===== config.mk =====
export PLATFORM = sky130hd
export DESIGN_NAME = scalar_unit
export DESIGN_NICKNAME = d
export VERILOG_FILES = /design/src/hw/scalar_pkg.sv /design/src/hw/instr_mem.sv /design/src/hw/program_ctrl.sv /design/src/hw/hazard_check.sv /design/src/hw/reg_file.sv /design/src/hw/operand_read.sv /design/src/hw/exec_unit.sv /design/src/hw/scalar_unit.sv
export SDC_FILE = /design/constraint.sdc
export NUM_CORES = 2
export LEC_CHECK = 0
export ABC_CLOCK_PERIOD_IN_PS = 17000
export BUFFER_PORTS_ARGS = -buffer_cell sky130_fd_sc_hd__clkbuf_2
export CORE_UTILIZATION = 35
export CTS_BUF_LIST = sky130_fd_sc_hd__clkbuf_16
export CTS_CLUSTER_SIZE = 14
export DETAILED_ROUTE_END_ITERATION = 7
export GPL_TIMING_DRIVEN = 0
export MAX_ROUTING_LAYER = met4
export SETUP_SLACK_MARGIN = 0.5
export SLEW_MARGIN = 20
export SYNTH_ARGS = -nofsm -noshare
export SYNTH_HDL_FRONTEND = slang
export SYNTH_SLANG_ARGS = --single-unit

===== constraint.sdc =====
create_clock -name clock -period 17 [get_ports clock]
set_clock_uncertainty 0.1 [all_clocks]
set_input_delay 1.7 -clock clock [delete_from_list [all_inputs] [get_ports clock]]
set_output_delay 1.7 -clock clock [all_outputs]
set_load 0.01 [all_outputs]

===== src/hw/scalar_pkg.sv =====
//////////////////////////////////////////////////////////////////////
// Shared widths, types and stage structs of the scalar core
// Referenced by scoped names from every RTL module and the testbench
//////////////////////////////////////////////////////////////////////

package scalar_pkg;

	// Widths and sizes
	localparam int DATA_W = 32;
	localparam int REG_W = 4;
	localparam int BANK_W = REG_W - 1;
	localparam int ADDR_W = 4;
	localparam int IMM_W = 16;
	localparam int NUM_REGS = 16;
	localparam int NUM_INSTR = 16;
	localparam int REGS_PER_BANK = NUM_REGS / 2;

	typedef logic [DATA_W-1:0] data_t;
	// Bit 0 selects the bank, odd or even
	typedef logic [REG_W-1:0] reg_idx_t;
	typedef logic [BANK_W-1:0] bank_idx_t;
	typedef logic [ADDR_W-1:0] addr_t;
	// Zero-extended for ADDI, target address for jumps
	typedef logic [IMM_W-1:0] imm_t;

	typedef enum logic [3:0] {
		OP_NOP = 4'h0,
		OP_ADD = 4'h1,
		OP_SUB = 4'h2,
		OP_AND = 4'h3,
		OP_OR = 4'h4,
		OP_ADDI = 4'h5,
		OP_CMP = 4'h6,
		OP_BEQ = 4'h7,
		OP_JMP = 4'h8,
		OP_MVS = 4'h9,
		OP_HALT = 4'hA
	} opcode_e;

	//////////////////////////////////////////////////////////////////////
	// Stage structs
	//////////////////////////////////////////////////////////////////////

	typedef struct packed {
		opcode_e opcode;
		reg_idx_t dst;
		reg_idx_t src1;
		reg_idx_t src2;
		imm_t imm;
	} instr_t;

	// Issue to operand read
	typedef struct packed {
		logic valid;
		instr_t instr;
	} issue_t;

	// Operand read to execution
	typedef struct packed {
		logic valid;
		instr_t instr;
		data_t data1;
		data_t data2;
	} operand_t;

	// Write-back to register banks and scoreboard
	typedef struct packed {
		logic valid;
		reg_idx_t dst;
		data_t data;
	} wb_t;

	// Opcodes with a register result
	function automatic logic writes_reg(input opcode_e op);
		return op inside {OP_ADD, OP_SUB, OP_AND, OP_OR, OP_ADDI};
	endfunction

endpackage


===== src/hw/instr_mem.sv =====
//////////////////////////////////////////////////////////////////////
// Instruction memory, filled through the store strobe while idle
// and read one cycle after each fetch strobe
//////////////////////////////////////////////////////////////////////

`timescale 1ns/1ps

module instr_mem (
	input	logic					clock,
	input	logic					reset,
	input	logic					en,
	input	logic					req_st,
	input	scalar_pkg::instr_t		st_instr,
	output	logic					ack_st,
	input	logic					fetch,
	input	scalar_pkg::addr_t		fetch_addr,
	output	scalar_pkg::instr_t		fetch_instr
);

	scalar_pkg::instr_t		mem [scalar_pkg::NUM_INSTR];
	scalar_pkg::addr_t		st_ptr;
	logic					store;

	// Loading only while the core is not running
	assign store = req_st & ~en;

	always_ff @(posedge clock) begin
		if (reset) begin
			st_ptr <= '0;
			ack_st <= 1'b0;
		end else begin
			ack_st <= store;
			if (store) begin
				st_ptr <= st_ptr + 1'b1;
			end
		end
	end

	always_ff @(posedge clock) begin
		if (store) begin
			mem[st_ptr] <= st_instr;
		end
		// Output holds between fetches
		if (fetch) begin
			fetch_instr <= mem[fetch_addr];
		end
	end

endmodule


===== src/hw/program_ctrl.sv =====
//////////////////////////////////////////////////////////////////////
// Program counter and fetch control, waits on each jump or branch
// until the execution stage resolves it, stops for good on HALT
//////////////////////////////////////////////////////////////////////

`timescale 1ns/1ps

module program_ctrl (
	input	logic					clock,
	input	logic					reset,
	input	logic					en,
	input	logic					stall,
	input	scalar_pkg::instr_t		fetch_instr,
	input	logic					redirect,
	input	logic					resolved,
	input	scalar_pkg::addr_t		target,
	output	logic					fetch,
	output	scalar_pkg::addr_t		fetch_addr
);

	typedef enum logic [1:0] {
		FETCH,
		WAIT_BRANCH,
		HALTED
	} run_state_e;

	run_state_e				state;
	scalar_pkg::addr_t		pc;
	logic					ret_valid;
	logic					ctrl_ret;

	// Fresh word from memory that changes the flow
	assign ctrl_ret = ret_valid & (fetch_instr.opcode inside
		{scalar_pkg::OP_BEQ, scalar_pkg::OP_JMP, scalar_pkg::OP_HALT});

	assign fetch = en & (state == FETCH) & ~stall & ~ctrl_ret;
	assign fetch_addr = pc;

	always_ff @(posedge clock) begin
		if (reset) begin
			state <= FETCH;
			pc <= '0;
			ret_valid <= 1'b0;
		end else if (en) begin
			ret_valid <= fetch;
			if (fetch) begin
				pc <= pc + 1'b1;
			end
			case (state)
				FETCH: begin
					if (ctrl_ret) begin
						state <= (fetch_instr.opcode == scalar_pkg::OP_HALT) ? HALTED : WAIT_BRANCH;
					end
				end
				WAIT_BRANCH: begin
					// PC already points at the fall-through word
					if (resolved) begin
						state <= FETCH;
						if (redirect) begin
							pc <= target;
						end
					end
				end
				default: begin
					state <= HALTED;
				end
			endcase
		end
	end

endmodule


===== src/hw/hazard_check.sv =====
//////////////////////////////////////////////////////////////////////
// Fetch register and register scoreboard; issues one instruction
// per cycle when its sources and destination have no write pending
//////////////////////////////////////////////////////////////////////

`timescale 1ns/1ps

module hazard_check (
	input	logic					clock,
	input	logic					reset,
	input	logic					en,
	input	logic					fetch_valid,
	input	scalar_pkg::instr_t		fetch_instr,
	input	scalar_pkg::wb_t		wb,
	output	logic					stall,
	output	scalar_pkg::issue_t		issue
);

	scalar_pkg::issue_t					fetch_q;
	scalar_pkg::instr_t					cur;
	logic								pend;
	logic [scalar_pkg::NUM_REGS-1:0]	busy;
	logic								use_src1;
	logic								use_src2;
	logic								use_dst;
	logic								hazard;
	logic								go;

	assign cur = fetch_q.instr;

	// Register usage per opcode
	assign use_src1 = cur.opcode inside {scalar_pkg::OP_ADD, scalar_pkg::OP_SUB,
		scalar_pkg::OP_AND, scalar_pkg::OP_OR, scalar_pkg::OP_ADDI,
		scalar_pkg::OP_CMP, scalar_pkg::OP_MVS};
	assign use_src2 = cur.opcode inside {scalar_pkg::OP_ADD, scalar_pkg::OP_SUB,
		scalar_pkg::OP_AND, scalar_pkg::OP_OR, scalar_pkg::OP_CMP};
	assign use_dst = scalar_pkg::writes_reg(cur.opcode);

	// RAW on sources, WAW on destination
	assign hazard = (use_src1 & busy[cur.src1]) | (use_src2 & busy[cur.src2]) |
		(use_dst & busy[cur.dst]);

	assign stall = fetch_q.valid & hazard;
	assign go = en & fetch_q.valid & ~hazard;

	always_ff @(posedge clock) begin
		if (reset) begin
			pend <= 1'b0;
			fetch_q.valid <= 1'b0;
			issue.valid <= 1'b0;
			busy <= '0;
		end else begin
			if (en) begin
				// Memory output waits while the fetch register is stuck
				pend <= fetch_valid | (pend & stall);
				if (~stall) begin
					fetch_q.valid <= pend;
					fetch_q.instr <= fetch_instr;
				end
				issue.valid <= go;
				issue.instr <= cur;
			end
			if (wb.valid) begin
				busy[wb.dst] <= 1'b0;
			end
			if (go & use_dst) begin
				busy[cur.dst] <= 1'b1;
			end
		end
	end

endmodule


===== src/hw/reg_file.sv =====
//////////////////////////////////////////////////////////////////////
// One register bank, one write port and two combinational reads
//////////////////////////////////////////////////////////////////////

`timescale 1ns/1ps

module reg_file (
	input	logic					clock,
	input	logic					reset,
	input	logic					we,
	input	scalar_pkg::bank_idx_t	wr_idx,
	input	scalar_pkg::data_t		wr_data,
	input	scalar_pkg::bank_idx_t	rd_idx1,
	input	scalar_pkg::bank_idx_t	rd_idx2,
	output	scalar_pkg::data_t		rd_data1,
	output	scalar_pkg::data_t		rd_data2
);

	scalar_pkg::data_t		regs [scalar_pkg::REGS_PER_BANK];

	always_ff @(posedge clock) begin
		if (reset) begin
			for (int i = 0; i < scalar_pkg::REGS_PER_BANK; i++) begin
				regs[i] <= '0;
			end
		end else if (we) begin
			regs[wr_idx] <= wr_data;
		end
	end

	assign rd_data1 = regs[rd_idx1];
	assign rd_data2 = regs[rd_idx2];

endmodule


===== src/hw/operand_read.sv =====
//////////////////////////////////////////////////////////////////////
// Operand read over the even and odd banks; register index bit 0
// picks the bank, the result is registered one cycle after issue
//////////////////////////////////////////////////////////////////////

`timescale 1ns/1ps

module operand_read (
	input	logic					clock,
	input	logic					reset,
	input	logic					en,
	input	scalar_pkg::issue_t		issue,
	input	scalar_pkg::wb_t		wb,
	output	scalar_pkg::operand_t	operand
);

	scalar_pkg::reg_idx_t		src1;
	scalar_pkg::reg_idx_t		src2;
	logic						odd1;
	logic						odd2;
	scalar_pkg::bank_idx_t		even_idx1;
	scalar_pkg::bank_idx_t		odd_idx1;
	scalar_pkg::data_t			even_data1;
	scalar_pkg::data_t			even_data2;
	scalar_pkg::data_t			odd_data1;
	scalar_pkg::data_t			odd_data2;
	scalar_pkg::data_t			data1;
	scalar_pkg::data_t			data2;

	assign src1 = issue.instr.src1;
	assign src2 = issue.instr.src2;
	assign odd1 = src1[0];
	assign odd2 = src2[0];

	// Port 1 serves src1 in its own bank and src2 in the other one
	assign even_idx1 = odd1 ? src2[scalar_pkg::REG_W-1:1] : src1[scalar_pkg::REG_W-1:1];
	assign odd_idx1 = odd1 ? src1[scalar_pkg::REG_W-1:1] : src2[scalar_pkg::REG_W-1:1];

	reg_file bank_even (
		.clock		(clock),
		.reset		(reset),
		.we			(wb.valid & ~wb.dst[0]),
		.wr_idx		(wb.dst[scalar_pkg::REG_W-1:1]),
		.wr_data	(wb.data),
		.rd_idx1	(even_idx1),
		.rd_idx2	(src2[scalar_pkg::REG_W-1:1]),
		.rd_data1	(even_data1),
		.rd_data2	(even_data2)
	);

	reg_file bank_odd (
		.clock		(clock),
		.reset		(reset),
		.we			(wb.valid & wb.dst[0]),
		.wr_idx		(wb.dst[scalar_pkg::REG_W-1:1]),
		.wr_data	(wb.data),
		.rd_idx1	(odd_idx1),
		.rd_idx2	(src2[scalar_pkg::REG_W-1:1]),
		.rd_data1	(odd_data1),
		.rd_data2	(odd_data2)
	);

	assign data1 = odd1 ? odd_data1 : even_data1;
	// Same bank uses port 2, a split pair port 1 of the other bank
	assign data2 = (odd1 == odd2) ? (odd2 ? odd_data2 : even_data2) :
		(odd2 ? odd_data1 : even_data1);

	always_ff @(posedge clock) begin
		if (reset) begin
			operand.valid <= 1'b0;
		end else if (en) begin
			operand <= '{valid: issue.valid, instr: issue.instr, data1: data1, data2: data2};
		end
	end

endmodule


===== src/hw/exec_unit.sv =====
//////////////////////////////////////////////////////////////////////
// Execution stage: ALU, condition register, branch resolution,
// write-back register, scalar output and the termination pulse
//////////////////////////////////////////////////////////////////////

`timescale 1ns/1ps

module exec_unit (
	input	logic					clock,
	input	logic					reset,
	input	logic					en,
	input	scalar_pkg::operand_t	operand,
	output	scalar_pkg::wb_t		wb,
	output	logic					redirect,
	output	logic					resolved,
	output	scalar_pkg::addr_t		target,
	output	scalar_pkg::data_t		scalar_data,
	output	logic					term
);

	scalar_pkg::opcode_e	op;
	scalar_pkg::data_t		result;
	logic					cond;
	logic					is_branch;

	assign op = operand.instr.opcode;
	assign is_branch = (op == scalar_pkg::OP_BEQ) | (op == scalar_pkg::OP_JMP);

	//////////////////////////////////////////////////////////////////////
	// ALU
	//////////////////////////////////////////////////////////////////////

	always_comb begin
		case (op)
			scalar_pkg::OP_ADD:		result = operand.data1 + operand.data2;
			scalar_pkg::OP_SUB:		result = operand.data1 - operand.data2;
			scalar_pkg::OP_AND:		result = operand.data1 & operand.data2;
			scalar_pkg::OP_OR:		result = operand.data1 | operand.data2;
			scalar_pkg::OP_ADDI:	result = operand.data1 + scalar_pkg::data_t'(operand.instr.imm);
			default:				result = operand.data1;
		endcase
	end

	//////////////////////////////////////////////////////////////////////
	// Result and control registers
	//////////////////////////////////////////////////////////////////////

	always_ff @(posedge clock) begin
		if (reset) begin
			wb.valid <= 1'b0;
			redirect <= 1'b0;
			resolved <= 1'b0;
			cond <= 1'b0;
			scalar_data <= '0;
			term <= 1'b0;
		end else if (en) begin
			wb.valid <= operand.valid & scalar_pkg::writes_reg(op);
			wb.dst <= operand.instr.dst;
			wb.data <= result;
			// Taken when JMP, or BEQ with the condition bit set
			resolved <= operand.valid & is_branch;
			redirect <= operand.valid & ((op == scalar_pkg::OP_JMP) |
				((op == scalar_pkg::OP_BEQ) & cond));
			target <= operand.instr.imm[scalar_pkg::ADDR_W-1:0];
			if (operand.valid & (op == scalar_pkg::OP_CMP)) begin
				cond <= operand.data1 == operand.data2;
			end
			if (operand.valid & (op == scalar_pkg::OP_MVS)) begin
				scalar_data <= operand.data1;
			end
			term <= operand.valid & (op == scalar_pkg::OP_HALT);
		end else begin
			// Single pulse even if the run is paused
			term <= 1'b0;
		end
	end

endmodule


===== src/hw/scalar_unit.sv =====
//////////////////////////////////////////////////////////////////////
// Scalar core top level: fetch, hazard check and issue, operand
// read, execution and write-back; load with en low, run with en high
//////////////////////////////////////////////////////////////////////

`timescale 1ns/1ps

module scalar_unit (
	input	logic					clock,
	input	logic					reset,
	input	logic					en,
	input	logic					req_st,
	input	scalar_pkg::instr_t		st_instr,
	output	logic					ack_st,
	output	scalar_pkg::data_t		scalar_data,
	output	logic					term
);

	logic					fetch;
	scalar_pkg::addr_t		fetch_addr;
	scalar_pkg::instr_t		fetch_instr;
	logic					stall;
	logic					redirect;
	logic					resolved;
	scalar_pkg::addr_t		target;
	scalar_pkg::issue_t		issue;
	scalar_pkg::operand_t	operand;
	scalar_pkg::wb_t		wb;

	// Instruction memory
	instr_mem u_instr_mem (
		.clock			(clock),
		.reset			(reset),
		.en				(en),
		.req_st			(req_st),
		.st_instr		(st_instr),
		.ack_st			(ack_st),
		.fetch			(fetch),
		.fetch_addr		(fetch_addr),
		.fetch_instr	(fetch_instr)
	);

	// Program address control
	program_ctrl u_program_ctrl (
		.clock			(clock),
		.reset			(reset),
		.en				(en),
		.stall			(stall),
		.fetch_instr	(fetch_instr),
		.redirect		(redirect),
		.resolved		(resolved),
		.target			(target),
		.fetch			(fetch),
		.fetch_addr		(fetch_addr)
	);

	// Hazard check and issue
	hazard_check u_hazard_check (
		.clock			(clock),
		.reset			(reset),
		.en				(en),
		.fetch_valid	(fetch),
		.fetch_instr	(fetch_instr),
		.wb				(wb),
		.stall			(stall),
		.issue			(issue)
	);

	// Register read, write-back lands here too
	operand_read u_operand_read (
		.clock			(clock),
		.reset			(reset),
		.en				(en),
		.issue			(issue),
		.wb				(wb),
		.operand		(operand)
	);

	exec_unit u_exec_unit (
		.clock			(clock),
		.reset			(reset),
		.en				(en),
		.operand		(operand),
		.wb				(wb),
		.redirect		(redirect),
		.resolved		(resolved),
		.target			(target),
		.scalar_data	(scalar_data),
		.term			(term)
	);

endmodule


# After elaboration in Yosys (flattened, before gate mapping)
# Memories as Yosys holds them, arrays and structs flattened. A register that Yosys moved wholly into a read port is not among the register bits.
# Index checks and enable logic that the tools add are counted.
[totals]
reg_bits = 261
ram_bits = 1024
input_bits = 36
out_inout_bits = 34
word_cells = 174
n_memories = 3
[memory_table]
columns = ["memory", "depth", "word_bits", "read_ports", "rd_ports_with_merged_regs", "write_ports", "line_no", "source"]
rows = [
  ["u_instr_mem.mem", 16, 32, 1, 1, 1, "instr_mem.sv:20", "scalar_pkg::instr_t mem [scalar_pkg::NUM_INSTR];"],
  ["u_operand_read.bank_even.regs", 8, 32, 2, 1, 8, "reg_file.sv:19", "scalar_pkg::data_t regs [scalar_pkg::REGS_PER_BANK];"],
  ["u_operand_read.bank_odd.regs", 8, 32, 2, 1, 8, "reg_file.sv:19", ""],
]
[classes]
addsub = 5
order_cmp = 6
eq_ne = 25
muxes = 46
bitwise_logic = 38
reduce_logical = 17
[op_table]
columns = ["operator", "n"]
rows = [
  ["$mux 32", 6],
  ["$pmux 32 s5", 1],
  ["$reduce_or 32->1", 2],
  ["$mux 16", 3],
  ["$add 32x16->32", 1],
  ["$add 32x32->32", 1],
  ["$and 32x32->32", 1],
  ["$eq 32x32->1", 1],
  ["$eq 4x3->1 const B", 8],
  ["$or 32x32->32", 1],
  ["$sub 32x32->32", 1],
  ["$eq 4x4->1 const B", 6],
  ["$and 1x1->1", 22],
  ["$lt 4x5->1 const B", 4],
  ["$mux 3", 6],
  ["$mux 1", 17],
  ["$and 16x16->16", 1],
  ["$eq 4x2->1 const B", 4],
  ["$mux 4", 4],
  ["$not 16->16", 1],
  ["$or 16x16->16", 1],
  ["$reduce_bool 5->1", 3],
  ["$bmux 1 s4", 3],
  ["$add 4x1->4 const B", 2],
  ["other kinds (17)", 37],
]

# Longest topological paths before layout
[depth]
depth_word = 13
depth_mapped = 19
depth_no_buf = 16

# Modules after synthesis
# Synthesis repeated with hierarchy kept, for this count alone.
[unflattened]
cells_unflattened = 4036
area_unflattened_um2 = 63843.7
[by_module_without_submodules]
columns = ["module", "instances", "cells_per_inst", "area_each_um2", "seq_area_each_um2"]
rows = [
  ["instr_mem", 1, 866, 20387.1, 16435.8],
  ["reg_file at u_operand_read.bank_odd", 1, 843, 13645.6, 7687.4],
  ["reg_file at u_operand_read.bank_even", 1, 843, 13639.3, 7687.4],
  ["exec_unit", 1, 1015, 8124.0, 1941.9],
  ["operand_read", 1, 184, 4212.8, 2902.8],
  ["hazard_check", 1, 230, 3352.0, 2302.2],
  ["program_ctrl", 1, 55, 483.0, 140.1],
]

# Worst setup path before layout
# No wires, ideal clock.
[synth_path]
kind = "input to register"
from = "in en"
to = "reg u_hazard_check.fetch_q, in the netlist u_hazard_check.cur[0], enable pin"
setup_ns = 0.392
t_arrival_ns = 10.122
t_required_ns = 16.508
path_slack_ns = 6.386
cell_stages = 3
path_buffers = 0
path_cell_list = "clkinv_1 > nor2_1 > and2_1"
[synth_via]
elab_chain_len = 1
[synth_lines]
columns = ["item", "line_no", "source"]
rows = [
  ["start, declared", "scalar_unit.sv:11", "input logic en,"],
  ["$reduce_and 3->1 (no line)", "--", ""],
  ["end, declared", "hazard_check.sv:19", "scalar_pkg::issue_t fetch_q;"],
]
# Every way passes these cells.
# A chain may end at the register's enable or synchronous reset.

# Worst setup path after layout
[layout_path]
from = "reg u_operand_read.operand[95] (netlist name)"
to = "reg u_exec_unit.wb[30] (netlist name)"
[layout_via]
elab_chain_len = 2
elab_cells_between_ends = 6
classes_between = "eq/ne (5); mux (1)"
[layout_lines]
columns = ["item", "line_no", "source"]
rows = [
  ["$eq 4x3->1, or another cell as far along", "exec_unit.sv:34", "case (op)"],
  ["$pmux 32 s5 *", "exec_unit.sv:34", ""],
  ["net u_exec_unit.result[30]", "exec_unit.sv:22", "scalar_pkg::data_t result;"],
]
# The timed path passes the listed nets; every way through them passes the cells marked *.

==> run metrics <==
Max Clock Freq roughly 160 MHz; Post-synth EDFFs 1,248; gate count after technology mapping 3,856; number of remaining DRC errors 4; crit path kind flop to flop; total design power 7.25 mW; count of hold-fix buffers inserted at cts 0; Hold Worst Slack slightly above 0.3 ns; top fanout value on the critical path 10; initial antenna violation count 10; number of endpoints with negative hold slack in the final report 0; peak supply drop 0.0000948 V; result of the run finished with violations; Synth cell types 76; DIE AREA between 0.15 and 0.2 sq mm; htree depth 4; R2R setup slack between 10 and 15 ns; FFs w/ async S/R, synth 0%; violated checks DRC; sequential share of power 51.2%; Power Internal 5.48 mW; Yosys warnings 0; kind of cell adding the most delay to the critical path compound AO/OA/AOI/OAI gates; Final Max Tran Viols 0; number of vias after detailed routing about 36,000; 1st-pass router iterations 7; most area-consuming cells after synthesis sky130_fd_sc_hd__edfxtp_1, sky130_fd_sc_hd__mux4_2, sky130_fd_sc_hd__and2_1; Max stage delay cell, worst path sky130_fd_sc_hd__a211oi_1; Sinks on Clock Net between 1,000 and 1,500; Resized Gates After CTS 0; antenna-violating nets left 0; Critical Path Source Type flop; slew at the pin with the worst max-slew slack 1.16 ns; relative slew slack between 20 and 25%; standard cell area after detailed placement 0.0675 sq mm; max-capacitance violation count 0; Core ar. 0.176 sq mm; root cell of the clock tree sky130_fd_sc_hd__clkbuf_16; total wire length after detailed routing approximately 170 mm; average size of a mapped cell 16.2 sq um; largest net degree at the start of global routing 33; DRC marker count from the first detailed-route iteration 3,603; Main synth FF type sky130_fd_sc_hd__edfxtp_1; post-CTS clock slew at the launch and capture registers of the worst setup and hold paths 0.06 ns; buffers inserted by post-CTS timing repair 0; total overflow reported by the global router 0; sequential element share of the synthesized area 62.4%; TritonCTS clock tree yes; power density normalized to cell area 101 mW/mm^2; horizontal die dimension roughly 420 microns; fin crit period between 6 and 7 ns; count of buffer and inverter cells on the critical path 4; Cell Area, Synth 0.0624 sq mm; Port Buffer Count between 60 and 70; final clock period utilization by the worst path 36.4%; leading area contributor after synthesis sky130_fd_sc_hd__edfxtp_1; met3 global-route usage 2.97%; Global Route met1 Usage 25.3%; proportion of power drawn by combinational gates 10.2%; Layout area overhead 14.9%; class of the most critical hold timing path flop to flop; via count normalized by instance count 5.45; HPWL after DPL 123 mm; TritonCTS Buffers around 140; GPL Wtd Cong 0.926; number of global-route vias before repair 36,000; busiest layer in global routing met2; post-synth top area share 60.1%; initial cell density of the core 35.3%; clock network power share about two fifths; vertical die dimension ~420 microns; cell mode on critical path sky130_fd_sc_hd__nor2b_1; row count 154; crit path capture type flop; Switching Fraction between 20% and 30%; Switch Pwr 1.77 mW; mean routed wirelength per cell around 26 microns; leading cell types in the layout, fill and taps excluded sky130_fd_sc_hd__edfxtp_1, sky130_fd_sc_hd__and2_1, sky130_fd_sc_hd__mux4_2; Slowest Stage Delay on Critical Path 0.74 ns; buffers from clock root to sink, at most 3; arrival time reported for the critical path endpoint 6.55 ns; Core Util, Final 40.6%; final setup violation count 0; critical path cell sequence clkbuf_1 > nor2b_1 > nor2b_1 > clkbuf_1 > buf_1 > nand2_1 > o21ai_0 > ha_1 > inv_1 > fa_1 > nor2b_1 > o31ai_1 > a211oi_1 > o211ai_1 > o211ai_1 > a21oi_1 > a21boi_0 > xnor2_1 > o22ai_1; unrepaired setup endpoints after global routing false; global-route wire length before repair between 200 and 300 mm; top-level port count 70; Setup Total Neg Slack 0 ns; met2 usage 31.6%; post-synth net total 4,028; insertion delay of the later-clocked pin in the worst-skew pair 0.78 ns; total global-route track usage around 20%; endpoint required time on the critical path 17.36 ns; most common cell after layout, fill and taps aside sky130_fd_sc_hd__edfxtp_1; share of final-layout standard cells stronger than drive strength 1 20.7%; summed area of non-filler cells in the final layout slightly above 0.07 sq mm; register bit count reported by yosys around 1,300; Post-layout nets 4,308; leakage power figure 24.8 nW
-- per-stage QoR --
step | instances | setup slack, ns
after CTS | 6580 | 10.91
after global routing | 6587 | 10.38
final | 6588 | 10.82
after global placement | 6265 | 2.93
after floorplan | 3856 | 6.39
after detailed placement | 6339 | 10.95
-- flip-flops by register name, summed over array words and instances, names as in the netlist, 2 cells and up, named ones only --
name                           cells
u_operand_read.bank_even.regs    256
u_hazard_check.cur                32
u_program_ctrl.fetch_addr          4
u_exec_unit.wb                    37
u_exec_unit.target                 4
u_exec_unit.scalar_data           32
u_hazard_check.issue              33
u_instr_mem.fetch_instr           32
u_hazard_check.busy               16
u_operand_read.operand            89
u_operand_read.bank_odd.regs     256
u_program_ctrl.state               2
u_instr_mem.st_ptr                 4
u_instr_mem.mem                  512
-- layout make-up --
type / count / area (sq um)
tap: 2340 / 2930
timing repair buffer: 143 / 1940
multi-input combinational: 2150 / 22300
clock buffer: 136 / 3400
inverter: 137 / 514
buffer: 249 / 975
sequential: 1320 / 38900
antenna: 8 / 20.0
fill: 16000 / 105000
clock inverter: 105 / 701
-- cells in the mapped netlist, types with 4 or more instances --
cell type                  instances
sky130_fd_sc_hd__o311ai_0          4
sky130_fd_sc_hd__a31oi_1           6
sky130_fd_sc_hd__a22oi_1           5
sky130_fd_sc_hd__nand2b_1         21
sky130_fd_sc_hd__nor2_1          120
sky130_fd_sc_hd__xor2_1           16
sky130_fd_sc_hd__o31ai_1           9
sky130_fd_sc_hd__a21oi_1         119
sky130_fd_sc_hd__and2_1          517
sky130_fd_sc_hd__dfxtp_1          72
sky130_fd_sc_hd__o221ai_1          7
sky130_fd_sc_hd__o22ai_1           5
sky130_fd_sc_hd__ha_1            134
sky130_fd_sc_hd__nand4_1           7
sky130_fd_sc_hd__nor4_1           10
sky130_fd_sc_hd__edfxtp_1       1248
sky130_fd_sc_hd__o21a_1            4
sky130_fd_sc_hd__inv_1           136
sky130_fd_sc_hd__o21bai_1          5
sky130_fd_sc_hd__nor2b_1          18
sky130_fd_sc_hd__nor3_1           29
sky130_fd_sc_hd__o21ai_1           8
sky130_fd_sc_hd__o41ai_1           5
sky130_fd_sc_hd__o211ai_1         27
sky130_fd_sc_hd__buf_1            42
sky130_fd_sc_hd__a211oi_1         14
sky130_fd_sc_hd__xnor2_1          35
sky130_fd_sc_hd__mux4_2          463
sky130_fd_sc_hd__nor3b_1           4
sky130_fd_sc_hd__nand3_1          16
sky130_fd_sc_hd__and3_1            8
sky130_fd_sc_hd__or3_1             8
sky130_fd_sc_hd__clkbuf_1        191
sky130_fd_sc_hd__a221oi_1         21
sky130_fd_sc_hd__a21o_1           18
sky130_fd_sc_hd__mux2i_1         170
sky130_fd_sc_hd__nand2_1         155
sky130_fd_sc_hd__o21ai_0          97
sky130_fd_sc_hd__buf_2            16
sky130_fd_sc_hd__or2_2            11
-- worst paths after layout --
path	startpoint	end	cells past startpoint
max reg2reg	u_operand_read.operand[95]	u_exec_unit.wb[30]	19
max	u_operand_read.operand[95]	u_exec_unit.wb[30]	19
min reg2reg	u_hazard_check.issue[26]	u_operand_read.operand[90]	0
min	u_hazard_check.issue[26]	u_operand_read.operand[90]	0
-- routing by layer --
layer	part of all wire [%]	vias to the layer above
li1	-	15600
met1	42	18800
met2	49	1253
met3	6.1	270
met4	3.4	0
met5	0	-
-- logic make-up after synthesis --
group	count (synthesis)	synth area share, %
multiplexers	636	19.5
buffers and inverters	386	2.36
XOR/XNOR	51	0.716
adder cells (fa/ha/maj)	136	2.75
flip-flops	1320	62.4
AO/OA/AOI/OAI	388	3.95
AND/OR/NAND/NOR	939	8.30
-- power groups by stage --
| stage | logic (mW) | clock network, mW | registers [mW] |
|---|---|---|---|
| finish | 0.739 | 2.80 | 3.71 |
| CTS | 0.743 | 2.85 | 3.71 |
| global placement | 0.707 | 0 | 3.79 |
| detailed placement | 0.740 | 0 | 3.78 |
| global route | 0.784 | 2.96 | 3.72 |
| floorplan | 0.470 | 0 | 3.76 |
No activity file was read; power rests on OpenSTA's default activity.
